==> src/rp_io_pkg.sv <==
`default_nettype none

package rp_io_pkg;

  ////////////////////
  // widths and sizes
  ////////////////////
  localparam int ADC_W         = 14;  // converter resolution
  localparam int REGION_N      = 8;   // bus regions
  localparam int REGION_LSB    = 20;  // region field starts here
  localparam int BUS_W         = 32;
  localparam int CAPTURE_DEPTH = 64;  // sample pairs per run
  localparam int CAP_AW        = 6;

  typedef logic        [ADC_W-1:0]            adc_raw_t;  // pin level code
  typedef logic signed [ADC_W-1:0]            sample_t;   // two's complement
  typedef logic        [$clog2(REGION_N)-1:0] region_t;
  typedef logic        [CAP_AW-1:0]           cap_addr_t;
  typedef logic        [BUS_W-1:0]            bus_word_t;

  typedef struct packed {
    sample_t a;  // channel a in upper half
    sample_t b;
  } sample_pair_t;

  typedef struct packed {
    bus_word_t addr;
    bus_word_t wdata;
    logic      wen;   // one cycle pulse
    logic      ren;   // one cycle pulse
  } sys_req_t;

  typedef struct packed {
    bus_word_t rdata;
    logic      err;
    logic      ack;
  } sys_rsp_t;

  localparam bus_word_t RP_ID = 32'h5250_0100;

  // housekeeping offsets within region 0
  localparam logic [REGION_LSB-1:0] HK_ID_OFS    = 'h00;
  localparam logic [REGION_LSB-1:0] HK_LOOP_OFS  = 'h04;
  localparam logic [REGION_LSB-1:0] HK_LED_OFS   = 'h08;
  localparam logic [REGION_LSB-1:0] HK_DAC_A_OFS = 'h0C;
  localparam logic [REGION_LSB-1:0] HK_DAC_B_OFS = 'h10;

  // scope offsets within region 1
  localparam logic [REGION_LSB-1:0] SC_CTRL_OFS  = 'h00;
  localparam logic [REGION_LSB-1:0] SC_PTR_OFS   = 'h04;
  localparam logic [REGION_LSB-1:0] SC_DATA_BASE = 'h1000;  // one word per index

  // keep msb, flip the rest. same mapping both directions
  function automatic adc_raw_t neg_slope(input logic [ADC_W-1:0] v);
    return {v[ADC_W-1], ~v[ADC_W-2:0]};
  endfunction

endpackage

`default_nettype wire
==> src/rp_io_top.sv <==
`timescale 1ns/1ps
`default_nettype none

module rp_io_top
  import rp_io_pkg::*;
(
  input  wire logic     adc_clk,
  input  wire logic     rst_n_i,
  input  wire adc_raw_t adc_dat_a_i,
  input  wire adc_raw_t adc_dat_b_i,
  output adc_raw_t      dac_dat_a_o,
  output adc_raw_t      dac_dat_b_o,
  output logic [7:0]    led_o,
  input  wire sys_req_t sys_req_i,  // system bus in
  output sys_rsp_t      sys_rsp_o
);

  sample_pair_t samples;       // adc stream
  sample_pair_t dac_set;       // hk set values
  logic         digital_loop;
  sys_req_t     hk_req, sc_req;
  sys_rsp_t     hk_rsp, sc_rsp;
  logic         arm, armed, done;
  cap_addr_t    rd_addr, wr_ptr;
  sample_pair_t rd_data;

  ////////////////////
  // analog io
  ////////////////////
  adc_frontend u_adc_frontend (
    .adc_clk     (adc_clk),
    .rst_n_i     (rst_n_i),
    .adc_dat_a_i (adc_dat_a_i),
    .adc_dat_b_i (adc_dat_b_i),
    .loop_i      (digital_loop),
    .dac_set_i   (dac_set),
    .samples_o   (samples)
  );

  dac_backend u_dac_backend (
    .adc_clk     (adc_clk),
    .rst_n_i     (rst_n_i),
    .dac_set_i   (dac_set),
    .dac_dat_a_o (dac_dat_a_o),
    .dac_dat_b_o (dac_dat_b_o)
  );

  ////////////////////
  // bus and slaves
  ////////////////////
  sys_bus_decoder u_sys_bus_decoder (
    .sys_req_i (sys_req_i),
    .sys_rsp_o (sys_rsp_o),
    .hk_req_o  (hk_req),
    .sc_req_o  (sc_req),
    .hk_rsp_i  (hk_rsp),
    .sc_rsp_i  (sc_rsp)
  );

  housekeeping_regs u_housekeeping_regs (
    .adc_clk   (adc_clk),
    .rst_n_i   (rst_n_i),
    .req_i     (hk_req),
    .rsp_o     (hk_rsp),
    .loop_o    (digital_loop),
    .led_o     (led_o),
    .dac_set_o (dac_set)
  );

  capture_buffer u_capture_buffer (
    .adc_clk   (adc_clk),
    .rst_n_i   (rst_n_i),
    .samples_i (samples),
    .arm_i     (arm),
    .rd_addr_i (rd_addr),
    .rd_data_o (rd_data),
    .wr_ptr_o  (wr_ptr),
    .armed_o   (armed),
    .done_o    (done)
  );

  scope_regs u_scope_regs (
    .adc_clk   (adc_clk),
    .rst_n_i   (rst_n_i),
    .req_i     (sc_req),
    .rsp_o     (sc_rsp),
    .arm_o     (arm),
    .rd_addr_o (rd_addr),
    .rd_data_i (rd_data),
    .wr_ptr_i  (wr_ptr),
    .armed_i   (armed),
    .done_i    (done)
  );

endmodule

`default_nettype wire

==> src/scope_regs.sv <==
`timescale 1ns/1ps
`default_nettype none

module scope_regs
  import rp_io_pkg::*;
(
  input  wire logic         adc_clk,
  input  wire logic         rst_n_i,
  input  wire sys_req_t     req_i,
  output sys_rsp_t          rsp_o,
  output logic              arm_o,      // one cycle pulse
  output cap_addr_t         rd_addr_o,  // to capture ram
  input  wire sample_pair_t rd_data_i,
  input  wire cap_addr_t    wr_ptr_i,
  input  wire logic         armed_i,
  input  wire logic         done_i
);

  logic [REGION_LSB-1:0] ofs;
  logic                  in_win;    // offset hits data window
  logic                  win_pend;  // ram read in flight
  bus_word_t             reg_data;
  logic                  reg_err;

  assign ofs       = req_i.addr[REGION_LSB-1:0];
  assign in_win    = ofs[REGION_LSB-1:CAP_AW+2] == SC_DATA_BASE[REGION_LSB-1:CAP_AW+2];
  assign rd_addr_o = ofs[2 +: CAP_AW];  // word index, addr held till ack

  // register reads
  always_comb
  begin
    reg_data = '0;
    reg_err  = 1'b0;
    case (ofs)
      SC_CTRL_OFS: reg_data = BUS_W'({done_i, armed_i});
      SC_PTR_OFS:  reg_data = BUS_W'(wr_ptr_i);
      default:     reg_err  = 1'b1;
    endcase
  end

  ////////////////////
  // response, ack +1 for regs, +2 for window
  ////////////////////
  always_ff @(posedge adc_clk)
  begin
    if (!rst_n_i)
    begin
      arm_o    <= 1'b0;
      win_pend <= 1'b0;
      rsp_o    <= '0;
    end
    else
    begin
      arm_o    <= req_i.wen && (ofs == SC_CTRL_OFS) && req_i.wdata[0];
      win_pend <= req_i.ren && in_win;
      rsp_o    <= '0;
      if (win_pend)
      begin
        // b high half, a low half, both sign-extended
        rsp_o.rdata <= {(BUS_W/2)'(rd_data_i.b), (BUS_W/2)'(rd_data_i.a)};
        rsp_o.ack   <= 1'b1;
      end
      else if (req_i.wen)
      begin
        rsp_o.err <= (ofs != SC_CTRL_OFS);  // only ctrl is writable
        rsp_o.ack <= 1'b1;
      end
      else if (req_i.ren && !in_win)
      begin
        rsp_o.rdata <= reg_data;
        rsp_o.err   <= reg_err;
        rsp_o.ack   <= 1'b1;
      end
    end
  end

endmodule

`default_nettype wire

==> src/capture_buffer.sv <==
`timescale 1ns/1ps
`default_nettype none

module capture_buffer
  import rp_io_pkg::*;
(
  input  wire logic         adc_clk,
  input  wire logic         rst_n_i,
  input  wire sample_pair_t samples_i,  // one pair per cycle
  input  wire logic         arm_i,      // start or restart run
  input  wire cap_addr_t    rd_addr_i,
  output sample_pair_t      rd_data_o,  // valid one cycle after addr
  output cap_addr_t         wr_ptr_o,
  output logic              armed_o,
  output logic              done_o
);

  sample_pair_t mem [CAPTURE_DEPTH];  // capture ram
  logic         last;                 // writing final index

  assign last = (wr_ptr_o == cap_addr_t'(CAPTURE_DEPTH - 1));

  ////////////////////
  // run control
  ////////////////////
  always_ff @(posedge adc_clk)
  begin
    if (!rst_n_i)
    begin
      wr_ptr_o <= '0;
      armed_o  <= 1'b0;
      done_o   <= 1'b0;
    end
    else if (arm_i)
    begin
      wr_ptr_o <= '0;    // restart even mid run
      armed_o  <= 1'b1;
      done_o   <= 1'b0;
    end
    else if (armed_o)
    begin
      if (last)
      begin
        armed_o <= 1'b0;  // ptr stays on last index
        done_o  <= 1'b1;
      end
      else
        wr_ptr_o <= wr_ptr_o + 1'b1;
    end
  end

  // ram write while armed, sync read port
  always_ff @(posedge adc_clk)
  begin
    if (armed_o)
      mem[wr_ptr_o] <= samples_i;
    rd_data_o <= mem[rd_addr_i];
  end

endmodule

`default_nettype wire

==> src/housekeeping_regs.sv <==
`timescale 1ns/1ps
`default_nettype none

module housekeeping_regs
  import rp_io_pkg::*;
(
  input  wire logic     adc_clk,
  input  wire logic     rst_n_i,
  input  wire sys_req_t req_i,
  output sys_rsp_t      rsp_o,
  output logic          loop_o,     // digital loopback
  output logic [7:0]    led_o,
  output sample_pair_t  dac_set_o   // dac set values a/b
);

  logic [REGION_LSB-1:0] ofs;
  bus_word_t             rd_data;
  logic                  map_err;  // offset not mapped

  assign ofs = req_i.addr[REGION_LSB-1:0];

  ////////////////////
  // register writes
  ////////////////////
  always_ff @(posedge adc_clk)
  begin
    if (!rst_n_i)
    begin
      loop_o    <= 1'b0;
      led_o     <= '0;
      dac_set_o <= '0;
    end
    else if (req_i.wen)
    begin
      case (ofs)
        HK_LOOP_OFS:  loop_o      <= req_i.wdata[0];
        HK_LED_OFS:   led_o       <= req_i.wdata[7:0];
        HK_DAC_A_OFS: dac_set_o.a <= sample_t'(req_i.wdata[ADC_W-1:0]);
        HK_DAC_B_OFS: dac_set_o.b <= sample_t'(req_i.wdata[ADC_W-1:0]);
        default:      ;  // id is read only
      endcase
    end
  end

  // read mux, signed cast sign-extends dac values
  always_comb
  begin
    rd_data = '0;
    map_err = 1'b0;
    case (ofs)
      HK_ID_OFS:    rd_data = RP_ID;
      HK_LOOP_OFS:  rd_data = BUS_W'(loop_o);
      HK_LED_OFS:   rd_data = BUS_W'(led_o);
      HK_DAC_A_OFS: rd_data = BUS_W'(dac_set_o.a);
      HK_DAC_B_OFS: rd_data = BUS_W'(dac_set_o.b);
      default:      map_err = 1'b1;
    endcase
  end

  // single cycle response
  always_ff @(posedge adc_clk)
  begin
    if (!rst_n_i)
      rsp_o <= '0;
    else
    begin
      rsp_o.ack   <= req_i.wen | req_i.ren;
      rsp_o.err   <= (req_i.wen | req_i.ren) & map_err;
      rsp_o.rdata <= req_i.ren ? rd_data : '0;
    end
  end

endmodule

`default_nettype wire

==> src/sys_bus_decoder.sv <==
`timescale 1ns/1ps
`default_nettype none

module sys_bus_decoder
  import rp_io_pkg::*;
(
  input  wire sys_req_t sys_req_i,  // from bus master
  output sys_rsp_t      sys_rsp_o,
  output sys_req_t      hk_req_o,   // region 0
  output sys_req_t      sc_req_o,   // region 1
  input  wire sys_rsp_t hk_rsp_i,
  input  wire sys_rsp_t sc_rsp_i
);

  region_t             region;
  logic [REGION_N-1:0] cs;              // one-hot region select
  sys_rsp_t            rsp [REGION_N];  // per region response

  ////////////////////
  // request side
  ////////////////////
  assign region = sys_req_i.addr[REGION_LSB +: $bits(region_t)];
  assign cs     = REGION_N'(1) << region;

  // addr/wdata fan out as is, strobes gated by select
  always_comb
  begin
    hk_req_o     = sys_req_i;
    hk_req_o.wen = sys_req_i.wen & cs[0];
    hk_req_o.ren = sys_req_i.ren & cs[0];
    sc_req_o     = sys_req_i;
    sc_req_o.wen = sys_req_i.wen & cs[1];
    sc_req_o.ren = sys_req_i.ren & cs[1];
  end

  ////////////////////
  // response side
  ////////////////////
  always_comb
  begin
    rsp[0] = hk_rsp_i;
    rsp[1] = sc_rsp_i;
    // empty regions answer at once, zero data, no error
    for (int i = 2; i < REGION_N; i++)
    begin
      rsp[i].rdata = '0;
      rsp[i].err   = 1'b0;
      rsp[i].ack   = (sys_req_i.wen | sys_req_i.ren) & cs[i];
    end
  end

  // addr is held until ack so region still points at the right slave
  assign sys_rsp_o = rsp[region];

endmodule

`default_nettype wire

==> src/dac_backend.sv <==
`timescale 1ns/1ps
`default_nettype none

module dac_backend
  import rp_io_pkg::*;
(
  input  wire logic         adc_clk,
  input  wire logic         rst_n_i,
  input  wire sample_pair_t dac_set_i,    // signed set values
  output adc_raw_t          dac_dat_a_o,  // negative slope offset code
  output adc_raw_t          dac_dat_b_o
);

  // output registers, zero code after reset
  always_ff @(posedge adc_clk)
  begin
    if (!rst_n_i)
    begin
      dac_dat_a_o <= neg_slope('0);  // 0x1FFF
      dac_dat_b_o <= neg_slope('0);
    end
    else
    begin
      dac_dat_a_o <= neg_slope(dac_set_i.a);
      dac_dat_b_o <= neg_slope(dac_set_i.b);
    end
  end

endmodule

`default_nettype wire

==> src/adc_frontend.sv <==
`timescale 1ns/1ps
`default_nettype none

module adc_frontend
  import rp_io_pkg::*;
(
  input  wire logic         adc_clk,
  input  wire logic         rst_n_i,
  input  wire adc_raw_t     adc_dat_a_i,  // raw pins ch a
  input  wire adc_raw_t     adc_dat_b_i,  // raw pins ch b
  input  wire logic         loop_i,       // digital loopback enable
  input  wire sample_pair_t dac_set_i,    // loopback source
  output sample_pair_t      samples_o
);

  adc_raw_t pin_a_q;  // io register stage
  adc_raw_t pin_b_q;

  // pins sampled every cycle, no enable
  always_ff @(posedge adc_clk)
  begin
    if (!rst_n_i)
    begin
      pin_a_q <= '0;
      pin_b_q <= '0;
    end
    else
    begin
      pin_a_q <= adc_dat_a_i;
      pin_b_q <= adc_dat_b_i;
    end
  end

  // negative slope unsigned -> two's complement, or loopback
  always_comb
  begin
    if (loop_i)
      samples_o = dac_set_i;  // dac values replace adc
    else
    begin
      samples_o.a = sample_t'(neg_slope(pin_a_q));
      samples_o.b = sample_t'(neg_slope(pin_b_q));
    end
  end

endmodule

`default_nettype wire

==> config.mk <==
export PLATFORM = sky130hd
export DESIGN_NAME = rp_io_top
export DESIGN_NICKNAME = d
export VERILOG_FILES = /design/src/rp_io_pkg.sv /design/src/rp_io_top.sv /design/src/scope_regs.sv /design/src/capture_buffer.sv /design/src/housekeeping_regs.sv /design/src/sys_bus_decoder.sv /design/src/dac_backend.sv /design/src/adc_frontend.sv
export SDC_FILE = /design/constraint.sdc
export NUM_CORES = 2
export LEC_CHECK = 0
export BUFFER_PORTS_ARGS = -buffer_cell sky130_fd_sc_hd__buf_2
export CORE_ASPECT_RATIO = 1.4
export CORE_MARGIN = 5
export CORE_UTILIZATION = 40
export CTS_CLUSTER_DIAMETER = 150
export DETAILED_ROUTE_END_ITERATION = 7
export PLACE_DENSITY = 0.54
export SYNTH_ARGS = -nofsm -noshare
export SYNTH_HDL_FRONTEND = slang
export SYNTH_SLANG_ARGS = --single-unit
==> constraint.sdc <==
create_clock -name adc_clk -period 4.34 [get_ports adc_clk]
set_input_delay 0.434 -clock adc_clk [delete_from_list [all_inputs] [get_ports adc_clk]]
set_output_delay 0.434 -clock adc_clk [all_outputs]
set_load 0.02 [all_outputs]
# Word level (Yosys, flattened, before mapping)
# Memory sizes are Yosys's and may differ from the RTL's. A register that Yosys moved wholly into a read port is not among the register bits.
# Index checks and enable logic that the tools add are counted.
dict set report totals {
  reg_bits 171
  mem_bits_rw 1792
  output_inout_bits 70
  mem_count 1
}
# memory words word_bits read_ports rd_ports_with_merged_regs wr line_no
set memory_table {}
lappend memory_table {u_capture_buffer.mem 64 28 1 1 1 capture_buffer.sv:18} ;# sample_pair_t mem [CAPTURE_DEPTH];
dict set report classes {
  addsub 1
  magnitude_cmp 1
  eq_ne 6
  shift 1
  muxes 18
  n_bitwise 20
  reduce_logical 18
}
# cell count
set op_table {}
lappend op_table {{$pmux W32 S5} 1}
lappend op_table {{$bmux W34 S3} 1}
lappend op_table {{$mux W34} 2}
lappend op_table {{$mux W32} 2}
lappend op_table {{$not A13 Y13} 4}
lappend op_table {{$eq A20 B4 Y1 const B} 2}
lappend op_table {{$mux W28} 1}
lappend op_table {{$eq A20 B3 Y1 const B} 1}
lappend op_table {{$eq A20 B5 Y1 const B} 1}
lappend op_table {{$logic_not A20 Y1} 1}
lappend op_table {{$reduce_bool A20 Y1} 1}
lappend op_table {{$reduce_and A2 Y1} 7}
lappend op_table {{$eq A12 B5 Y1 const B} 1}
lappend op_table {{$pmux W6 S2} 1}
lappend op_table {{$and A1 B1 Y1} 11}
lappend op_table {{$mux W1} 8}
lappend op_table {{$mux W8} 1}
lappend op_table {{$shl A1 B3 Y8 const A} 1}
lappend op_table {{$add A6 B1 Y6 const B} 1}
lappend op_table {{$eq A6 B6 Y1 const B} 1}
lappend op_table {{$reduce_or A2 Y1} 3}
lappend op_table {{$reduce_or A5 Y1} 1}
lappend op_table {{$ge A4 B4 Y1 const B} 1}
lappend op_table {{$logic_and A1 B1 Y1} 4}
lappend op_table {{5 further kinds} 7}

# Depth between registers and ports, before layout
dict set report logic_depth {
  word_depth 6
  depth_mapped 10
  mapped_depth_nobuf 5
}

# Modules after synthesis
# From an unflattened synthesis, not the netlist that was laid out.
dict set report unflattened {
  hier_cells 3788
  area_unflattened_um2 76393.3
}
# mod instances cells_each area_per_inst_um2 seq_area_each_um2
set modules_own_cells {}
lappend modules_own_cells {capture_buffer 1 3038 69481.6 54532.3}
lappend modules_own_cells {housekeeping_regs 1 253 2384.8 1081.0}
lappend modules_own_cells {sys_bus_decoder 1 211 1581.5 0.0}
lappend modules_own_cells {adc_frontend 1 118 1118.6 560.5}
lappend modules_own_cells {scope_regs 1 109 1109.8 640.6}
lappend modules_own_cells {dac_backend 1 59 716.9 560.5}

# Worst setup path after synthesis
# OpenSTA, ideal clock, no wires.
dict set report synth_path {
  path_type {reg-to-reg}
  from {register u_housekeeping_regs.loop_o}
  to {memory u_capture_buffer.mem[0][22] (netlist name) (data pin)}
  arrival_ns 3.179
  required_time_ns 3.777
  setup_slack_ns 0.598
  path_stages_with_launch 4
  path_buffers 2
  cell_sequence {dfxtp_1 clkbuf_1 buf_1 mux2i_1}
}
# element line_no
set synth_lines {}
lappend synth_lines {{start, declared} housekeeping_regs.sv:11} ;# output logic loop_o,
lappend synth_lines {{start signal, assigned} housekeeping_regs.sv:36} ;# HK_LOOP_OFS: loop_o <= req_i.wdata[0];
lappend synth_lines {{end, declared} capture_buffer.sv:18}

# Worst setup path after layout
dict set report layout_path {
  from {register u_capture_buffer.armed_o}
  to {memory u_capture_buffer.mem[58][13] (netlist name) (enable)}
}
dict set report layout_between {
  elab_chain_cells 2
}
# element line_no
set layout_rtl {}
lappend layout_rtl {{start, declared} capture_buffer.sv:14} ;# output logic armed_o,
lappend layout_rtl {{start signal, assigned} capture_buffer.sv:31} ;# armed_o <= 1'b0;
lappend layout_rtl {{start signal, assigned} capture_buffer.sv:37} ;# armed_o <= 1'b1;
lappend layout_rtl {{start signal, assigned} capture_buffer.sv:44} ;# armed_o <= 1'b0;
lappend layout_rtl {{$mux W1} capture_buffer.sv:55} ;# if (armed_o)
lappend layout_rtl {{$mux W1 (not written as such)} capture_buffer.sv:56} ;# mem[wr_ptr_o] <= samples_i;
# No other way between the ends.

==> impl_metrics.yaml <==
die:
  die_w_um: 378
  coreArea_mm2: 0.189
  dieArea_mm2: 0.198
  initial_core_util_pct: 40.1
  ios: 166
  dieHeight_um: 525
  rows: 189
pwr:
  switching_share_pct: 21.1
  power_mw: 38.7
  p_seq_share_pct: 53.7
  p_leak_nw: 27.5
  combPwrFrac_pct: 4.9
  power_density_mw_per_mm2: 444
  power_frac_clock_pct: 41.4
  ir_drop_mv: 0.301
  p_int_mw: 30.5
  netSwitchingPower_mw: 8.16
hold_path:
  min_path_type: "in2reg"
  worstHoldEndpoint: "u_housekeeping_regs.loop_o"
  min_path_cells: 6
  min-delay-start: "sys_req_i[47]"
drt:
  routed_wl_um: 207000
  first_pass_iters: 6
  highest-signal-layer: "met5"
  wl_met1_um: 82300
  dr_wl_met2_um: 107000
  via_count: 38100
  drt_iter0_drc: 3351
  vias_per_cell: 5.63
  drc: 0
  dr_wl_met3_um: 10000
  ant_nets: 0
  wl_per_cell_um: 30.6
sta:
  hold_slack_ps: 248
  slew_violations: 0
  worst_slack_ps: 1280
  fin_crit_ps: 3060
  setup_viol: 0
  skew_ps: 58.4
  fin_crit_sh_pct: 70.6
  fmax_mhz: 327
  finalHoldViolations: 0
  rsz0062_at_grt: "false"
  slew_headroom_pct: 4.53
  tightest_slew_ps: 1400
  setup_tns_ps: 0
worst_setup_path:
  crit_chain: "nor2b_1 > nand2_1 > nor2_4 > buf_4"
  worstSetupStartpoint: "u_capture_buffer.armed_o"
  crit_family: "simple AND/OR/NAND/NOR gates"
  critPathBufInv: 1
  endpoint_kind: "flip-flop"
  critPathLaunchType: "flip-flop"
  critPathSlowestCell: "nor2_4"
  timing.rr.start: "u_capture_buffer.armed_o"
  r2r_end: "u_capture_buffer.mem[58][13]"
  rrSetupSlack_ps: 1280
  crit_required_ps: 4840
  critPathKind: "reg2reg"
  reg2regPathDepth: 4
  critPathMaxFanout: 19
  max_stage_delay_ps: 900
  critPathArrivalTime_ps: 3560
clock_network:
  clock_path_buffers: 4
  cts_tree: "yes"
  cts_resized: 0
  path_clk_slew_ps: 60
  cts_sinks: 1970
  htreeDepth: 4
  cts-root-buf: "clkbuf_16"
  clk_latency_ps: 840
  cts_made_buffers: 189
cells_and_area:
  nFillCells: 16000
  mostFrequentLayoutCells: "edfxtp_1, mux4_2, clkbuf_16, buf_4, dfxtp_1"
  layout_commonest_cell: "edfxtp_1"
  area_delta_synth_final_pct: 15.3
  final_cells: 6771
  nets: 4239
  drive_gt1_share_pct: 28.0
yosys:
  yosysWarningCount: 0
  synth_area_leaders: "edfxtp_1, mux4_2, dfxtp_1"
  ys.flop_type: "edfxtp_1"
  yosysTopAreaCell: "edfxtp_1"
  synth_cell_types: 64
  synth-seq-area-share_pct: 75.8
  syn_avg_cell_area_um2: 20.1
  synthArstFlopShare_pct: 0
  syn-cell-area_mm2: 0.0757
  syn_nets: 3865
  synth_top_area_share_pct: 71.1
  syn_inst: 3768
  ys_seq_elements: 1970
  synth-edff-count: 1792
placed_design:
  post-dp-hpwl_um: 128000
  dp_cells: 6382
  place.gp.congestion: 0.831
  pre_cts_ws_ps: 446
  portBuffers: 138
global_route:
  antenna_found_initial: 5
  first_global_vias: 38900
  grt_first_pass_wirelength_um: 293000
  grt_max_degree: 94
  grt-ovfl-total: 0
  grt_usage_pct: 20.7
outcome:
  status: "completed"
flow_run:
  cap_violations: 0
power by group through the flow:
stage	sequential, mW	combinational [mW]	clock, mW
detailed placement	21.2	1.89	0
CTS	20.8	1.92	16.3
global route	20.8	2.00	17.1
finish	20.8	1.90	16.0
global placement	21.2	1.87	0
floorplan	21.2	1.11	0
routing by layer:
layer	GRT usage [%]	up-vias
met2	35.8	1220
met1	26.9	20500
met3	2.29	289
met5	0	-
li1	-	16100
met4	7.62	4
state kept, by name (all words and copies together) (netlist names), 14 cells and up:
| register | flops |
|---|---|
| u_scope_regs.rsp_o | 30 |
| u_dac_backend.dac_dat_a_o | 14 |
| u_adc_frontend.pin_b_q | 14 |
| u_housekeeping_regs.rsp_o | 17 |
| u_housekeeping_regs.dac_set_o | 28 |
| u_adc_frontend.pin_a_q | 14 |
| u_capture_buffer.rd_data_o | 28 |
| u_dac_backend.dac_dat_b_o | 14 |
| u_capture_buffer.mem | 1792 |
logic make-up after synthesis:
kind of cell / count (synthesis) / synth area share [%]
XOR/XNOR: 1 / 0.0116
multiplexers: 674 / 16.0
buffers and inverters: 250 / 1.90
AND/OR/NAND/NOR: 579 / 3.62
flip-flops: 1970 / 75.8
adder cells (fa/ha/maj): 1 / 0.0165
AO/OA/AOI/OAI: 293 / 2.59
worst max path at each step:
stage | cells after the start | endpoint | slack (ps)
2_1_floorplan | 3 | u_capture_buffer.mem[0][22] | 600
3_3_place_gp | 8 | u_capture_buffer.rd_data_o[15] | 420
3_5_place_dp | 8 | u_capture_buffer.rd_data_o[15] | 450
4_1_cts | 4 | u_capture_buffer.mem[58][8] | 1340
5_1_grt | 4 | u_capture_buffer.mem[58][9] | 1170
6_report | 4 | u_capture_buffer.mem[58][13] | 1280
worst register-to-register path: stages (launching register included):
cell and delay (ps):
dfxtp_1 650, nor2b_1 320, nand2_1 550, nor2_4 900, buf_4 340
final cells by class:
cell class	count	area [µm²]	area share, %
tap	2483	3110	3.56
inverter	34	134	0.153
timing repair buffer	399	3090	3.54
clock buffer	250	5030	5.76
clock inverter	84	837	0.960
sequential	1970	57400	65.8
antenna	3	7.51	0.00861
multi-input combinational	1548	17600	20.2
Yosys cell counts, types with 13 or more instances:
cell	n
edfxtp_1	1792
and2_1	33
buf_2	54
dfxtp_1	178
a22oi_1	22
o21ai_0	67
nand3_1	86
and3_1	23
mux2_2	74
a31oi_1	20
inv_1	32
a221oi_1	14
o22ai_1	44
mux4_2	423
buf_1	13
a21oi_1	30
nor3_1	15
buf_4	38
clkbuf_1	74
mux2i_1	177
nor2_1	185
nand4_1	14
buf_6	35
nor2b_1	26
nand2_1	163
through the flow:
step,util (%),cell area (µm²)
detailed placement,42.8,80800
CTS,46.2,87200
floorplan,-,75700
finish,46.2,87200
global route,46.2,87200
global placement,42.8,80800
timing repair:
item / in CTS / in global routing
hold buffers: 52 / 0
buffers inserted: 0 / 0
endpoints found under the hold margin: 73 / 0
(Power assumes the default switching activity.)
